--- src/common/tiny_cpu_pkg.sv ---
`default_nettype none

package tiny_cpu_pkg;

	typedef logic [15:0] word_t;
	typedef logic [7:0]  byte_t;
	// opcode in 7:0, operand bytes above it
	typedef logic [23:0] inst_t;
	typedef logic [1:0]  reg_sel_t;
	typedef logic [1:0]  byte_en_t;
	// bit 0 c, bit 1 z, bit 2 n
	typedef logic [2:0]  flags_t;

	localparam int FLAG_C = 0;
	localparam int FLAG_Z = 1;
	localparam int FLAG_N = 2;

	localparam int NUM_REGS = 3;
	localparam reg_sel_t REG_X = 2'd0;
	localparam reg_sel_t REG_Y = 2'd1;
	localparam reg_sel_t REG_Z = 2'd2;

	localparam byte_en_t BE_NONE = 2'b00;
	localparam byte_en_t BE_LOW  = 2'b01;
	localparam byte_en_t BE_WORD = 2'b11;

	localparam flags_t FLAGS_NONE = 3'b000;
	localparam flags_t FLAGS_ZN   = 3'b110;
	localparam flags_t FLAGS_ALL  = 3'b111;

	localparam word_t RESET_PC = 16'h0000;

	localparam word_t LEN_SHORT = 16'd1;
	localparam word_t LEN_IMM8  = 16'd2;
	localparam word_t LEN_IMM16 = 16'd3;

	typedef enum logic [7:0] {
		OP_NOP         = 8'h00,
		OP_LD_XL_IMMD  = 8'h10,
		OP_LDW_Y_IMMD  = 8'h11,
		OP_ADD_XL_IMMD = 8'h20,
		OP_SUB_XL_IMMD = 8'h21,
		OP_AND_XL_IMMD = 8'h22,
		OP_OR_XL_IMMD  = 8'h23,
		OP_XOR_XL_IMMD = 8'h24,
		OP_ADD_XL_ZL   = 8'h30,
		OP_INC_XL      = 8'h31,
		OP_DEC_XL      = 8'h32,
		OP_ADDW_Y_X    = 8'h33,
		OP_LDW_Z_Y     = 8'h34,
		OP_LD_XL_DIR   = 8'h40,
		OP_LD_DIR_XL   = 8'h41,
		OP_LDW_Y_DIR   = 8'h42,
		OP_LDW_DIR_Y   = 8'h43,
		OP_JP_IMMD     = 8'h50,
		OP_JR_D        = 8'h51,
		OP_JRZ_D       = 8'h52,
		OP_JRNZ_D      = 8'h53,
		OP_JRC_D       = 8'h54,
		OP_TRAP        = 8'hff
	} opcode_t;

	typedef enum logic [3:0] {
		ALU_PASS8,
		ALU_PASSW,
		ALU_ADD,
		ALU_SUB,
		ALU_AND,
		ALU_OR,
		ALU_XOR,
		ALU_INC,
		ALU_DEC,
		ALU_ADDW
	} alu_op_t;

	function automatic word_t inst_len(input opcode_t op);
		case (op)
			OP_LD_XL_IMMD, OP_ADD_XL_IMMD, OP_SUB_XL_IMMD, OP_AND_XL_IMMD,
			OP_OR_XL_IMMD, OP_XOR_XL_IMMD, OP_JR_D, OP_JRZ_D, OP_JRNZ_D, OP_JRC_D:
				return LEN_IMM8;
			OP_LDW_Y_IMMD, OP_LD_XL_DIR, OP_LD_DIR_XL, OP_LDW_Y_DIR, OP_LDW_DIR_Y,
			OP_JP_IMMD:
				return LEN_IMM16;
			default:
				return LEN_SHORT;
		endcase
	endfunction

endpackage

`default_nettype wire

--- src/logic/regfile.sv ---
`timescale 1ns/1ps
`default_nettype none

module regfile
	import tiny_cpu_pkg::*;
(
	input  logic     clk,
	input  logic     reset,
	input  reg_sel_t wr_sel,
	input  byte_en_t wr_en,
	input  word_t    wr_data,
	output word_t    x,
	output word_t    y,
	output word_t    z,
	output word_t    next_x,
	output word_t    next_y,
	output word_t    next_z
);
	word_t regs [NUM_REGS];
	word_t nxt [NUM_REGS];

	// value after this cycle's write in each byte lane
	always_comb
	begin
		for (int i = 0; i < NUM_REGS; i++)
		begin
			nxt[i] = regs[i];
			if (wr_sel == reg_sel_t'(i))
			begin
				if (wr_en[0])
					nxt[i][7:0] = wr_data[7:0];
				if (wr_en[1])
					nxt[i][15:8] = wr_data[15:8];
			end
		end
	end

	always_ff @(posedge clk)
	begin
		for (int i = 0; i < NUM_REGS; i++)
		begin
			if (reset)
				regs[i] <= '0;
			else
				regs[i] <= nxt[i];
		end
	end

	assign x = regs[REG_X];
	assign y = regs[REG_Y];
	assign z = regs[REG_Z];
	assign next_x = nxt[REG_X];
	assign next_y = nxt[REG_Y];
	assign next_z = nxt[REG_Z];

	// decoder must never select the unused fourth index
	a_wr_sel_valid: assert property (@(posedge clk) disable iff (reset)
		wr_en != BE_NONE |-> wr_sel < reg_sel_t'(NUM_REGS))
	else
		$error("regfile: write to nonexistent register %0d", wr_sel);

endmodule

`default_nettype wire

--- src/alu/alu.sv ---
`timescale 1ns/1ps
`default_nettype none

module alu
	import tiny_cpu_pkg::*;
(
	input  alu_op_t op,
	input  word_t   a,
	input  word_t   b,
	output word_t   result,
	output flags_t  flags_out
);
	logic [8:0]  sum8;
	logic [16:0] sum16;
	logic        wide;

	always_comb
	begin
		sum8 = '0;
		sum16 = '0;
		wide = 1'b0;

		case (op)
			ALU_ADD: sum8 = {1'b0, a[7:0]} + {1'b0, b[7:0]};
			// bit 8 becomes the borrow
			ALU_SUB: sum8 = {1'b0, a[7:0]} - {1'b0, b[7:0]};
			ALU_AND: sum8 = {1'b0, a[7:0] & b[7:0]};
			ALU_OR:  sum8 = {1'b0, a[7:0] | b[7:0]};
			ALU_XOR: sum8 = {1'b0, a[7:0] ^ b[7:0]};
			ALU_INC: sum8 = {1'b0, a[7:0]} + 9'd1;
			ALU_DEC: sum8 = {1'b0, a[7:0]} - 9'd1;
			ALU_ADDW:
			begin
				sum16 = {1'b0, a} + {1'b0, b};
				wide = 1'b1;
			end
			ALU_PASSW:
			begin
				sum16 = {1'b0, a};
				wide = 1'b1;
			end
			default: sum8 = {1'b0, a[7:0]};
		endcase

		if (wide)
		begin
			result = sum16[15:0];
			flags_out[FLAG_C] = sum16[16];
			flags_out[FLAG_Z] = (sum16[15:0] == 16'h0000);
			flags_out[FLAG_N] = sum16[15];
		end
		else
		begin
			// byte ops leave the high byte clear
			result = {8'h00, sum8[7:0]};
			flags_out[FLAG_C] = sum8[8];
			flags_out[FLAG_Z] = (sum8[7:0] == 8'h00);
			flags_out[FLAG_N] = sum8[7];
		end
	end

endmodule

`default_nettype wire

--- src/core/fetch.sv ---
`timescale 1ns/1ps
`default_nettype none

module fetch
	import tiny_cpu_pkg::*;
(
	input  logic   clk,
	input  logic   reset,
	input  inst_t  iread_data,
	input  flags_t next_flags,
	output word_t  iread_addr,
	output word_t  dread_addr,
	output inst_t  inst
);
	word_t   pc;
	word_t   next_pc;
	opcode_t fetch_op;
	word_t   disp;
	logic    jr_taken;

	// iread_data holds the word at pc, one ahead of execute
	assign fetch_op = opcode_t'(iread_data[7:0]);
	assign disp = {{8{iread_data[15]}}, iread_data[15:8]};

	// flags as they will be after the instruction now in execute
	always_comb
	begin
		case (fetch_op)
			OP_JR_D:   jr_taken = 1'b1;
			OP_JRZ_D:  jr_taken = next_flags[FLAG_Z];
			OP_JRNZ_D: jr_taken = !next_flags[FLAG_Z];
			OP_JRC_D:  jr_taken = next_flags[FLAG_C];
			default:   jr_taken = 1'b0;
		endcase
	end

	always_comb
	begin
		if (reset)
			next_pc = RESET_PC;
		else if (fetch_op == OP_JP_IMMD)
			next_pc = iread_data[23:8];
		else if (jr_taken)
			next_pc = pc + disp;
		else
			next_pc = pc + inst_len(fetch_op);
	end

	assign iread_addr = next_pc;

	// direct loads are the only reads, data arrives for execute
	assign dread_addr = iread_data[23:8];

	always_ff @(posedge clk)
	begin
		pc <= next_pc;
		if (reset)
			inst <= {16'h0000, OP_NOP};
		else
			inst <= iread_data;
	end

endmodule

`default_nettype wire

--- src/core/decoder.sv ---
`timescale 1ns/1ps
`default_nettype none

module decoder
	import tiny_cpu_pkg::*;
(
	input  inst_t    inst,
	input  word_t    x,
	input  word_t    y,
	input  word_t    z,
	input  word_t    dread_data,
	output alu_op_t  alu_op,
	output word_t    alu_a,
	output word_t    alu_b,
	output flags_t   flags_we,
	output reg_sel_t reg_wr_sel,
	output byte_en_t reg_wr_en,
	output word_t    mem_wr_addr,
	output byte_en_t mem_wr_en,
	output logic     trap
);
	opcode_t op;
	byte_t   imm8;
	word_t   imm16;

	assign op = opcode_t'(inst[7:0]);
	assign imm8 = inst[15:8];
	assign imm16 = inst[23:8];

	// stores only use the direct address field
	assign mem_wr_addr = imm16;
	assign trap = (op == OP_TRAP);

	always_comb
	begin
		alu_op = ALU_PASS8;
		alu_a = x;
		alu_b = {8'h00, imm8};
		flags_we = FLAGS_NONE;
		reg_wr_sel = REG_X;
		reg_wr_en = BE_NONE;
		mem_wr_en = BE_NONE;

		// operation and operands
		case (op)
			OP_ADD_XL_IMMD: alu_op = ALU_ADD;
			OP_SUB_XL_IMMD: alu_op = ALU_SUB;
			OP_AND_XL_IMMD: alu_op = ALU_AND;
			OP_OR_XL_IMMD:  alu_op = ALU_OR;
			OP_XOR_XL_IMMD: alu_op = ALU_XOR;
			OP_INC_XL:      alu_op = ALU_INC;
			OP_DEC_XL:      alu_op = ALU_DEC;
			OP_ADD_XL_ZL:
			begin
				alu_op = ALU_ADD;
				alu_b = z;
			end
			OP_ADDW_Y_X:
			begin
				alu_op = ALU_ADDW;
				alu_a = y;
				alu_b = x;
			end
			OP_LD_XL_IMMD: alu_a = {8'h00, imm8};
			OP_LD_XL_DIR:  alu_a = dread_data;
			OP_LDW_Y_IMMD:
			begin
				alu_op = ALU_PASSW;
				alu_a = imm16;
			end
			OP_LDW_Y_DIR:
			begin
				alu_op = ALU_PASSW;
				alu_a = dread_data;
			end
			OP_LDW_Z_Y, OP_LDW_DIR_Y:
			begin
				alu_op = ALU_PASSW;
				alu_a = y;
			end
			default: alu_op = ALU_PASS8;
		endcase

		// destinations and flag updates
		case (op)
			OP_ADD_XL_IMMD, OP_SUB_XL_IMMD, OP_AND_XL_IMMD, OP_OR_XL_IMMD,
			OP_XOR_XL_IMMD, OP_ADD_XL_ZL, OP_INC_XL, OP_DEC_XL:
			begin
				reg_wr_en = BE_LOW;
				flags_we = FLAGS_ALL;
			end
			OP_ADDW_Y_X:
			begin
				reg_wr_sel = REG_Y;
				reg_wr_en = BE_WORD;
				flags_we = FLAGS_ALL;
			end
			OP_LD_XL_IMMD, OP_LD_XL_DIR:
			begin
				reg_wr_en = BE_LOW;
				flags_we = FLAGS_ZN;
			end
			OP_LDW_Y_IMMD, OP_LDW_Y_DIR:
			begin
				reg_wr_sel = REG_Y;
				reg_wr_en = BE_WORD;
				flags_we = FLAGS_ZN;
			end
			OP_LDW_Z_Y:
			begin
				reg_wr_sel = REG_Z;
				reg_wr_en = BE_WORD;
				flags_we = FLAGS_ZN;
			end
			OP_LD_DIR_XL: mem_wr_en = BE_LOW;
			OP_LDW_DIR_Y: mem_wr_en = BE_WORD;
			default:      reg_wr_en = BE_NONE;
		endcase
	end

endmodule

`default_nettype wire

--- src/core/cpu_top.sv ---
`timescale 1ns/1ps
`default_nettype none

module cpu_top
	import tiny_cpu_pkg::*;
(
	input  logic     clk,
	input  logic     reset,
	output word_t    iread_addr,
	input  inst_t    iread_data,
	output word_t    dread_addr,
	input  word_t    dread_data,
	output word_t    dwrite_addr,
	output word_t    dwrite_data,
	output byte_en_t dwrite_en,
	output logic     trap
);
	inst_t    inst;
	flags_t   flags;
	flags_t   next_flags;
	flags_t   alu_flags;
	flags_t   flags_we;
	alu_op_t  alu_op;
	word_t    alu_a;
	word_t    alu_b;
	word_t    alu_result;
	reg_sel_t reg_wr_sel;
	byte_en_t reg_wr_en;
	word_t    x;
	word_t    y;
	word_t    z;

	fetch fetch0 (
		.clk        (clk),
		.reset      (reset),
		.iread_data (iread_data),
		.next_flags (next_flags),
		.iread_addr (iread_addr),
		.dread_addr (dread_addr),
		.inst       (inst)
	);

	decoder decoder0 (
		.inst        (inst),
		.x           (x),
		.y           (y),
		.z           (z),
		.dread_data  (dread_data),
		.alu_op      (alu_op),
		.alu_a       (alu_a),
		.alu_b       (alu_b),
		.flags_we    (flags_we),
		.reg_wr_sel  (reg_wr_sel),
		.reg_wr_en   (reg_wr_en),
		.mem_wr_addr (dwrite_addr),
		.mem_wr_en   (dwrite_en),
		.trap        (trap)
	);

	alu alu0 (
		.op        (alu_op),
		.a         (alu_a),
		.b         (alu_b),
		.result    (alu_result),
		.flags_out (alu_flags)
	);

	// write-through values stay open, no opcode here branches on a register
	regfile regfile0 (
		.clk     (clk),
		.reset   (reset),
		.wr_sel  (reg_wr_sel),
		.wr_en   (reg_wr_en),
		.wr_data (alu_result),
		.x       (x),
		.y       (y),
		.z       (z),
		.next_x  (),
		.next_y  (),
		.next_z  ()
	);

	// stores go through the alu pass path
	assign dwrite_data = alu_result;

	// unmasked flags keep their old value
	assign next_flags = (flags & ~flags_we) | (alu_flags & flags_we);

	always_ff @(posedge clk)
	begin
		if (reset)
			flags <= '0;
		else
			flags <= next_flags;
	end

	// fetch has put a NOP in execute after the first reset edge
	a_no_write_in_reset: assert property (@(posedge clk)
		reset && $past(reset) |-> dwrite_en == BE_NONE)
	else
		$error("cpu_top: data write during reset");

endmodule

`default_nettype wire

--- config.mk ---
export PLATFORM = sky130hd
export DESIGN_NAME = cpu_top
export DESIGN_NICKNAME = d
export VERILOG_FILES = /design/src/common/tiny_cpu_pkg.sv /design/src/logic/regfile.sv /design/src/alu/alu.sv /design/src/core/fetch.sv /design/src/core/decoder.sv /design/src/core/cpu_top.sv
export SDC_FILE = /design/constraint.sdc
export NUM_CORES = 1
export LEC_CHECK = 0
export ABC_AREA = 1
export BUFFER_PORTS_ARGS = -buffer_cell sky130_fd_sc_hd__buf_2
export CORE_MARGIN = 5
export CORE_UTILIZATION = 45
export CTS_CLUSTER_SIZE = 25
export DETAILED_ROUTE_END_ITERATION = 10
export GPL_TIMING_DRIVEN = 0
export PLACE_DENSITY_LB_ADDON = 0.3
export SYNTH_ARGS = -nofsm -noshare
export SYNTH_HDL_FRONTEND = slang
export SYNTH_SLANG_ARGS = --single-unit
--- constraint.sdc ---
create_clock -name clk -period 15.12 [get_ports clk]
set_input_delay 4.536 -clock clk [delete_from_list [all_inputs] [get_ports clk]]
set_output_delay 4.536 -clock clk [all_outputs]
set_load 0.01 [all_outputs]
Word level (Yosys, flattened, before mapping) --
Memories as Yosys holds them, arrays and structs flattened. Index checks and enable logic that the tools add are counted. W data, S select, Z words.
Operators by class: magnitude comparators 0, add/sub/neg operators 7, div/mod/pow operators 0, bitwise operators 13, shifts and indexed selects 0, $mul 0, reductions and logical operators 22, mux-type cells 38, eq/ne operators 56
Operators with widths (count):
- $mux W16 | 10
- $eq A8 B6 Y1 const B | 15
- $eq A8 B7 Y1 const B | 13
- $mux W8 | 12
- $pmux W9 S8 | 1
- $pmux W16 S4 | 1
- $pmux W4 S9 | 1
- $pmux W17 S2 | 1
- $add A16 B16 Y16 | 2
- $eq A8 B5 Y1 const B | 4
- $pmux W16 S2 | 1
- $reduce_or A10 Y1 | 2
- $reduce_and A3 Y1 | 6
- $add A16 B16 Y17 | 1
- $eq A4 B3 Y1 const B | 4
- $logic_not A16 Y1 | 1
- $pmux W2 S2 | 4
- $ne A2 B2 Y1 const B | 6
- $add A8 B1 Y9 const B | 1
- $add A8 B8 Y9 | 1
- $reduce_or A9 Y1 | 1
- $sub A8 B1 Y9 const B | 1
- $sub A8 B8 Y9 | 1
- $and A8 B8 Y8 | 1
- other kinds (25) | 45
Storage, ports and cells: bits in writable memories 48, memories kept 1, word-level logic and storage cells 140, bits in latches 0, bits of input ports 42, memory bits (read-only) 0, register bits 43, output and inout port bits 67
Memories:
- regfile0.regs | depth 3, width 16, read ports 3, clocked after Yosys merged registers in 0, wr ports 3, line regfile.sv:19 | word_t regs [NUM_REGS];

Logic depth before layout (Yosys ltp) --
Gate-level depths: netlist of run 1.
depth in word-level cells 19, gate-level depth with buffers 50, mapped depth without buffers 49

Hierarchy --
From an unflattened synthesis of run 1, not the netlist that was laid out.
Unflattened totals: cell total of the unflattened synthesis 1415, area, all modules 8370.5 um^2
Modules (own cells, without submodules):
- alu | area each 2444.8 um^2, seq. area each 0.0 um^2, cells each 470, times used 1
- fetch | area each 2431.1 um^2, seq. area each 800.8 um^2, cells each 359, times used 1
- regfile | area each 1984.4 um^2, seq. area each 960.9 um^2, cells each 293, times used 1
- decoder | area each 1360.1 um^2, seq. area each 0.0 um^2, cells each 266, times used 1
- cpu_top | area each 150.1 um^2, seq. area each 60.1 um^2, cells each 27, times used 1

Worst setup path before layout of run 1 --
No wires, ideal clock.
path kind input to output, from input dread_data[2], to output iread_addr[14], stages on the path 37, path slack 1.515 ns, data required time 10.584 ns, buffers on the path 1, arrival time 9.069 ns, cell sequence nand2_1 -> nand3_1 -> or2_1 -> ha_1 -> clkbuf_1 -> nand2_1 -> a21oi_1 -> nor2_1 -> o21ai_1 -> nand2_1 -> nand2_1 -> nor2_1 -> o21ai_1 -> nor2_1 -> nand2_1 -> nor2_1 -> nand3b_1 -> nand3_2 -> nand2_2 -> nand2_2 -> nand3_4 -> inv_2 -> o21ai_1 -> ha_1 -> inv_1 -> fa_1 -> nand3b_1 -> and2_1 -> o221ai_1 -> a31oi_1 -> o21ai_0 -> a21oi_1 -> nor2_1 -> nor2_1 -> xnor2_1 -> o21ai_0 -> inv_1
Between the ends: cells in the longest elaborated chain, start to end 12, elaborated cells on any way between the ends 21, those cells by class 5 x add/sub; 8 x mux; 5 x bitwise; 3 x reduce/logical
RTL lines:
- start, declared | line cpu_top.sv:12 | input word_t dread_data,
- $pmux W16 S4 (*) | line decoder.sv:45 | case (op)
- $add A16 B16 Y17, or another cell as far along | line alu.sv:34 | sum16 = {1'b0, a} + {1'b0, b};
- $pmux W17 S2 / $pmux W9 S8 (equally long branches) | line alu.sv:23 | case (op)
- $logic_not A16 Y1 / $logic_not A8 Y1 (equally long branches) | line alu.sv:49, alu.sv:57
- $mux W3 (*) | line alu.sv:45 | if (wide)
- $and A3 B3 Y3 (*) | line cpu_top.sv:87 | assign next_flags = (flags & ~flags_we) | (alu_flags & flags_we);
- $or A3 B3 Y3 (*) | line cpu_top.sv:87
- $logic_not A1 Y1 | line fetch.sv:31 | OP_JRNZ_D: jr_taken = !next_flags[FLAG_Z];
- $pmux W1 S4 (*) | line fetch.sv:28 | case (fetch_op)
- $mux W16 (*) | line fetch.sv:43 | else if (jr_taken)
- $mux W16 (*) | line fetch.sv:41 | else if (fetch_op == OP_JP_IMMD)
- $mux W16 (*) | line fetch.sv:39 | if (reset)
- end, declared | line cpu_top.sv:9 | output word_t iread_addr,
Every way passes the cells marked *; elsewhere a longest branch is shown, timed or not.

Worst setup path in the final report of run 1 --
from input dread_data[0], to output iread_addr[15]
The elaborated chain is that of the path after synthesis.

==> results.cfg, run 1 <==
[critical_path]
startpoint_type = input port
slowest_stage = fa_1
worst_ep_required_time_ns = 10.58
path_class = in2out
critPathArrivalTime_ns = 10.17
crit_path_frequent_cell = nand2_1
critPathMaxStageDelay_ns = 0.44
crit_path_end_kind = primary output
path_max_fanout = 7

[sta]
setup_tns_ns = 0
drv_slew = 0
rsz0062_at_grt = false
min_period_ns = 14.71
finalHoldViolCount = 0
relSlewSlack_pct = 48.0
worst_slew_pin_slew_ns = 0.780
min_period_over_period_pct = 97.3
setup_viol = 0
finClkSkew_ns = 0.00851
fmax_mhz = 68.0

[placed_design]
portBuffers = 107
dp_hpwl_um = 18500
gp_congestion = 0.981
dp.cells = 1527
placedInstanceArea_um2 = 8330

[routing]
wire_per_inst_um = 14.6
vias_per_cell = 5.08
drc = 0
firstDrtPassIters = 5
drt_iter0_drc = 529
vias = 7847
wl_um = 22600
ant_nets = 0

[clock_tree]
clk_pin_slew_ns = 0.07
clk_path_buf_depth = 2
htree_levels = 3
cts_tree = built
cts_num_sinks = 90
cts_buffers = 9
clockRootBuffer = clkbuf_16
clk_latency_ns = 0.35

[global_route]
grt_max_degree = 17
gr-total-overflow = 0
grt_util_all_layers_pct = 22.4
antenna_found_initial = 1
grt_pass1_vias = 7206
grt_pass1_wl_um = 35700

[floorplanning]
die_h_um = 139
fp.dieW_um = 139
core-area_um2 = 16500
boundaryPins = 109
rows = 47
initial_core_util_pct = 45.7
die-area_um2 = 19400

[synth]
synth_top_family_by_area = simple AND/OR/NAND/NOR gates
synth_edf_count = 0
synth_seq_cells = 90
yosysSeqAreaShare_pct = 24.0
synth_warnings = 0
syn_area_um2 = 7520
synthAdderAreaFrac_pct = 8.79
synth-simple-area-share_pct = 32.4
synth_compound_gate_area_share_pct = 16.0
synth_cell_types = 50
async_flop_share_pct = 0
syn-mean-instance-area_um2 = 6.27
synthXorXnorAreaFrac_pct = 1.98
muxShareOfSynthArea_pct = 0
synthesis.nets = 1293
syn_inst = 1200
synthFlopType = dfxtp_1

[final_layout]
layout_common_cells = 224 x inv_1, 224 x nand2_1, 128 x nor2_1, 110 x buf_2, 95 x a21oi_1
fin_cells = 1544
fin_area_um2 = 8670
diodes = 0
drive_gt1_share_pct = 18.9
fin_nets = 1412
syn2layout_area_growth_pct = 15.3
utilization_pct = 52.6

[power]
vdd_drop_max_mv = 0.0579
p_leak_nw = 4.84
power_mw = 0.629
power.density_nw_per_um2 = 72.6

[flow_run]
max_cap_viol_count = 0

[worst_hold_path]
hold_path_class = reg2reg

[status]
status = complete, no violations
-- worst max-delay path: cells and delay by family --
family                     cells  cell delay [ns]
AOI/OAI and AO/OA              7             1.21
xor gates and xnor gates       1             0.26
adders and majority gates      3             1.01
buffers and inverters          4             0.47
and+or+nand+nor               25             2.66
-- what timing repair did --
action / 4_1_cts / 5_1_grt
gates resized for setup: 0 / 11
hold buffers: 0 / 0
buffers inserted: 0 / 2
hold endpoints to repair: 0 / 0
endpoints found under the setup margin: 0 / 4
-- routing by layer --
layer	track usage, %	part of all wire, %
met5	0	0.066
met4	6.80	2.5
met3	3.67	7.0
met2	38.2	46
met1	29.2	44
-- cell usage after synthesis (5+ instances only) --
cell / instances / area [um^2]
inv_1: 224 / 841
nand2_1: 224 / 841
nor2_1: 129 / 484
a21oi_1: 95 / 475
dfxtp_1: 90 / 1800
o21ai_0: 68 / 340
nand3_1: 65 / 325
ha_1: 48 / 601
buf_4: 33 / 248
nand2_2: 31 / 194
nand4_1: 22 / 138
clkbuf_1: 20 / 75.1
o22ai_1: 20 / 125
o211ai_1: 13 / 97.6
nor3_1: 11 / 55.1
xor2_1: 10 / 87.6
or2_2: 9 / 56.3
inv_2: 8 / 30.0
nor2_2: 8 / 50.1
xnor2_1: 7 / 61.3
nand3_2: 6 / 60.1
nand3b_1: 6 / 45.0
o21ai_1: 6 / 30.0
nor4_1: 5 / 31.3
-- cells by family after synthesis --
group | after synthesis
simple gates | 530
buf+inv | 295
compound gates | 217
flops | 90
fa+ha+maj | 51
xor+xnor | 17
-- registers in the layout, summed over array words and instances, names as in the netlist --
signal,flops
fetch0.inst,24
fetch0.pc,16
flags,2
regfile0.regs,48
-- power by group --
part | leakage, nW | switching (mW) | total [mW] | internal [mW]
combinational | 3.97 | 0.103 | 0.161 | 0.0582
sequential | 0.734 | 0.00517 | 0.251 | 0.246
clock | 0.137 | 0.0996 | 0.217 | 0.118
total | 4.84 | 0.208 | 0.629 | 0.421
-- metrics by stage --
step,worst slack (ns),hold WS (ns)
global route,0.0282,0.470
finish,0.414,0.449
floorplan,1.52,0.425
detailed placement,0.0988,0.438
global placement,0.205,0.433
CTS,0.0780,0.450
-- cell type report --
cell class                 count  area, um^2
clock buffer                  10         239
inverter                     234         883
fill                        1717        7800
tap                          220         275
sequential                    90        1800
clock inverter                 6        48.8
timing repair buffer         109         551
multi-input combinational    815        4490
buffer                        60         379
-- path summary, 6_finish.rpt --
path / endpoint / depth (start not counted) / slack [ns] / startpoint
min reg2reg: regfile0.regs[0][13]$_SDFFE_PP0P_ / 2 / 0.45 / regfile0.regs[0][13]$_SDFFE_PP0P_
max: iread_addr[15] / 40 / 0.41 / dread_data[0]
max reg2reg: fetch0.pc[15]$_DFF_P_ / 47 / 7.74 / fetch0.inst[2]$_SDFF_PP0_
min: regfile0.regs[0][13]$_SDFFE_PP0P_ / 2 / 0.45 / regfile0.regs[0][13]$_SDFFE_PP0P_
No activity file was read; power rests on OpenSTA's default activity.
==> inputs of run 2 (changes only) <==
--- a/config.mk
+++ b/config.mk
@@ -5,14 +5,14 @@
 export SDC_FILE = /design/constraint.sdc
 export NUM_CORES = 1
 export LEC_CHECK = 0
-export ABC_AREA = 1
+export ABC_AREA = 0
 export BUFFER_PORTS_ARGS = -buffer_cell sky130_fd_sc_hd__buf_2
-export CORE_MARGIN = 5
 export CORE_UTILIZATION = 45
 export CTS_CLUSTER_SIZE = 25
 export DETAILED_ROUTE_END_ITERATION = 10
 export GPL_TIMING_DRIVEN = 0
 export PLACE_DENSITY_LB_ADDON = 0.3
+export SLEW_MARGIN = 15
 export SYNTH_ARGS = -nofsm -noshare
 export SYNTH_HDL_FRONTEND = slang
 export SYNTH_SLANG_ARGS = --single-unit
==> results.cfg, run 2 <==
[status]
status = complete, but fails checks
violations = setup timing

[placed_design]
dp_hpwl_um = 18800
placedInstanceArea_um2 = 7980
gp_congestion = 0.988
portBuffers = 108
pre_cts_slack_ns = -1.28

[global_route]
grt_max_degree = 15
grt_pass1_vias = 7142
gr-total-overflow = 0
grt_util_all_layers_pct = 30.1
grt_pass1_wl_um = 37900
antenna_found_initial = 0

[sta]
finalHoldViolCount = 0
worst_slew_pin_slew_ns = 1.08
setup_viol = 9
fmax_mhz = 62.2
finalWorstSetupSlack_ns = -0.947
setup_tns_ns = -4.43
relSlewSlack_pct = 27.7
min_period_ns = 16.07
rsz0062_at_grt = true
min_period_over_period_pct = 106
drv_slew = 0
finClkSkew_ns = 0.00815

[final_layout]
top_register = regfile0.regs
diodes = 0
largestRegisters = regfile0.regs: 48 flops, fetch0.inst: 24 flops, fetch0.pc: 16 flops
largest_reg_flops = 48
fin_nets = 1157
syn2layout_area_growth_pct = 23.0
final_common_cell = buf_2
fin_area_um2 = 8750
drive_gt1_share_pct = 25.9
utilization_pct = 57.1
layout_common_cells = 114 x buf_2, 106 x nor2_1, 90 x dfxtp_1, 72 x nand2_1, 56 x buf_4

[power]
netSwitchingPower_mw = 0.194
power_mw = 0.654
power.density_nw_per_um2 = 74.7
swShare_pct = 29.6
p_leak_nw = 3.72
vdd_drop_max_mv = 0.0660
sequentialPowerShare_pct = 38.4
pwr-share-comb_pct = 24.9
internal_power_mw = 0.461
power_frac_clock_pct = 36.7

[critical_path]
worst-path-buf-inv = 2
path_max_fanout = 3
critPathMaxStageDelay_ns = 0.49
worst_ep_required_time_ns = 10.58
slowest_stage = or4b_1
startpoint_type = input port
crit_path_end_kind = primary output
path_class = in2out
crit_path_frequent_cell = a21o_1
critPathArrivalTime_ns = 11.53
crit_family = compound AO/OA/AOI/OAI gates

[routing]
wire_per_inst_um = 19.3
vias = 7657
firstDrtPassIters = 5
ant_nets = 0
drc = 0
vias_per_cell = 5.98
drt_iter0_drc = 732
wl_um = 24700

[clock_tree]
cts-hold-fix-buffers = 0
clk_pin_slew_ns = 0.06
htree_levels = 3
clk_latency_ns = 0.34
clockRootBuffer = clkbuf_16
cts_buffers = 9
clk_path_buf_depth = 2
cts_num_sinks = 90
cts_tree = built

[synth]
syn_area_um2 = 7110
yosysSeqAreaShare_pct = 25.3
synth_top_cell_by_area = dfxtp_1
syn-mean-instance-area_um2 = 7.73
synth_top_area_share_pct = 25.3
synth_warnings = 0
yosysMostFrequentCell = nor2_1
synth_seq_cells = 90
synth_edf_count = 0
synthFlopType = dfxtp_1
yosys-top-cells-count = 108 x nor2_1, 90 x dfxtp_1, 73 x nand2_1
synth_cell_types = 85
async_flop_share_pct = 0
synthesis.nets = 1013
ys_top_cells_by_area = dfxtp_1 25%, ha_1 8.4%, nor2_1 5.7%
syn_inst = 920

[floorplanning]
die_h_um = 128
die-area_um2 = 16300
boundaryPins = 109
fp.dieW_um = 128
rows = 45
initial_core_util_pct = 46.5
core-area_um2 = 15300

[flow_run]
max_cap_viol_count = 0

[worst_hold_path]
hold_path_class = reg2reg
## run 2: per-stage QoR
stage / hold slack [ns] / std cells
6_report: 0.463 / 1280
4_1_cts: 0.462 / 1280
5_1_grt: 0.476 / 1280
2_1_floorplan: 0.436 / 920
3_5_place_dp: 0.454 / 1239
3_3_place_gp: 0.444 / 1239
## run 2: per-layer routing
| metal | vias to the layer above | track usage [%] | share of wire [%] |
|---|---|---|---|
| met5 | - | 0 | 0 |
| met3 | 66 | 4.17 | 7.5 |
| li1 | 3624 | - | - |
| met4 | 0 | 12.2 | 3.5 |
| met2 | 374 | 50.3 | 46 |
| met1 | 3593 | 39.1 | 43 |
## run 2: cell type report
| class | instances | area [um^2] |
|---|---|---|
| Fill cell | 1473 | 6560 |
| Multi-Input combinational cell | 702 | 4990 |
| Sequential cell | 90 | 1800 |
| Timing Repair Buffer | 134 | 757 |
| Buffer | 75 | 422 |
| Tap cell | 211 | 264 |
| Clock buffer | 11 | 243 |
| Inverter | 52 | 198 |
| Clock inverter | 5 | 77.6 |
## run 2: worst min-delay path, cell delays in order, from the launching register on
cell and delay (ns):
dfxtp_1 0.31, nand2_1 0.05, a21oi_1 0.05
## run 2: logic make-up after synthesis
kind of cell / share of synthesized area (%)
simple gates: 24.1
compound gates: 26.9
buf+inv: 8.83
flops: 25.3
fa+ha+maj: 9.29
xor+xnor: 2.83
mux: 2.67
## run 2: final timing paths
| path | slack, ns | end | cells after the start | startpoint |
|---|---|---|---|---|
| setup reg to reg | 5.78 | fetch0.pc[15]$_DFF_P_ | 36 | fetch0.inst[0]$_SDFF_PP0_ |
| hold reg to reg | 0.46 | regfile0.regs[2][1]$_SDFFE_PP0P_ | 2 | regfile0.regs[2][1]$_SDFFE_PP0P_ |
| hold / removal | 0.46 | regfile0.regs[2][1]$_SDFFE_PP0P_ | 2 | regfile0.regs[2][1]$_SDFFE_PP0P_ |
| setup / recovery | -0.95 | iread_addr[15] | 29 | dread_data[0] |
## run 2: power by group through the flow
stage	clock network (mW)	logic (mW)	registers (mW)
3_5_place_dp	0	0.147	0.256
3_3_place_gp	0	0.147	0.256
5_1_grt	0.253	0.175	0.252
6_report	0.240	0.163	0.251
2_1_floorplan	0	0.101	0.254
4_1_cts	0.243	0.154	0.251
## run 2: repair_timing
| item | in CTS | in global routing |
|---|---|---|
| buffers inserted | 32 | 12 |
| gates resized for setup | 38 | 30 |
| hold endpoints to repair | 0 | 0 |
| pin swaps | 36 | 27 |
| endpoints found under the setup margin | 11 | 13 |
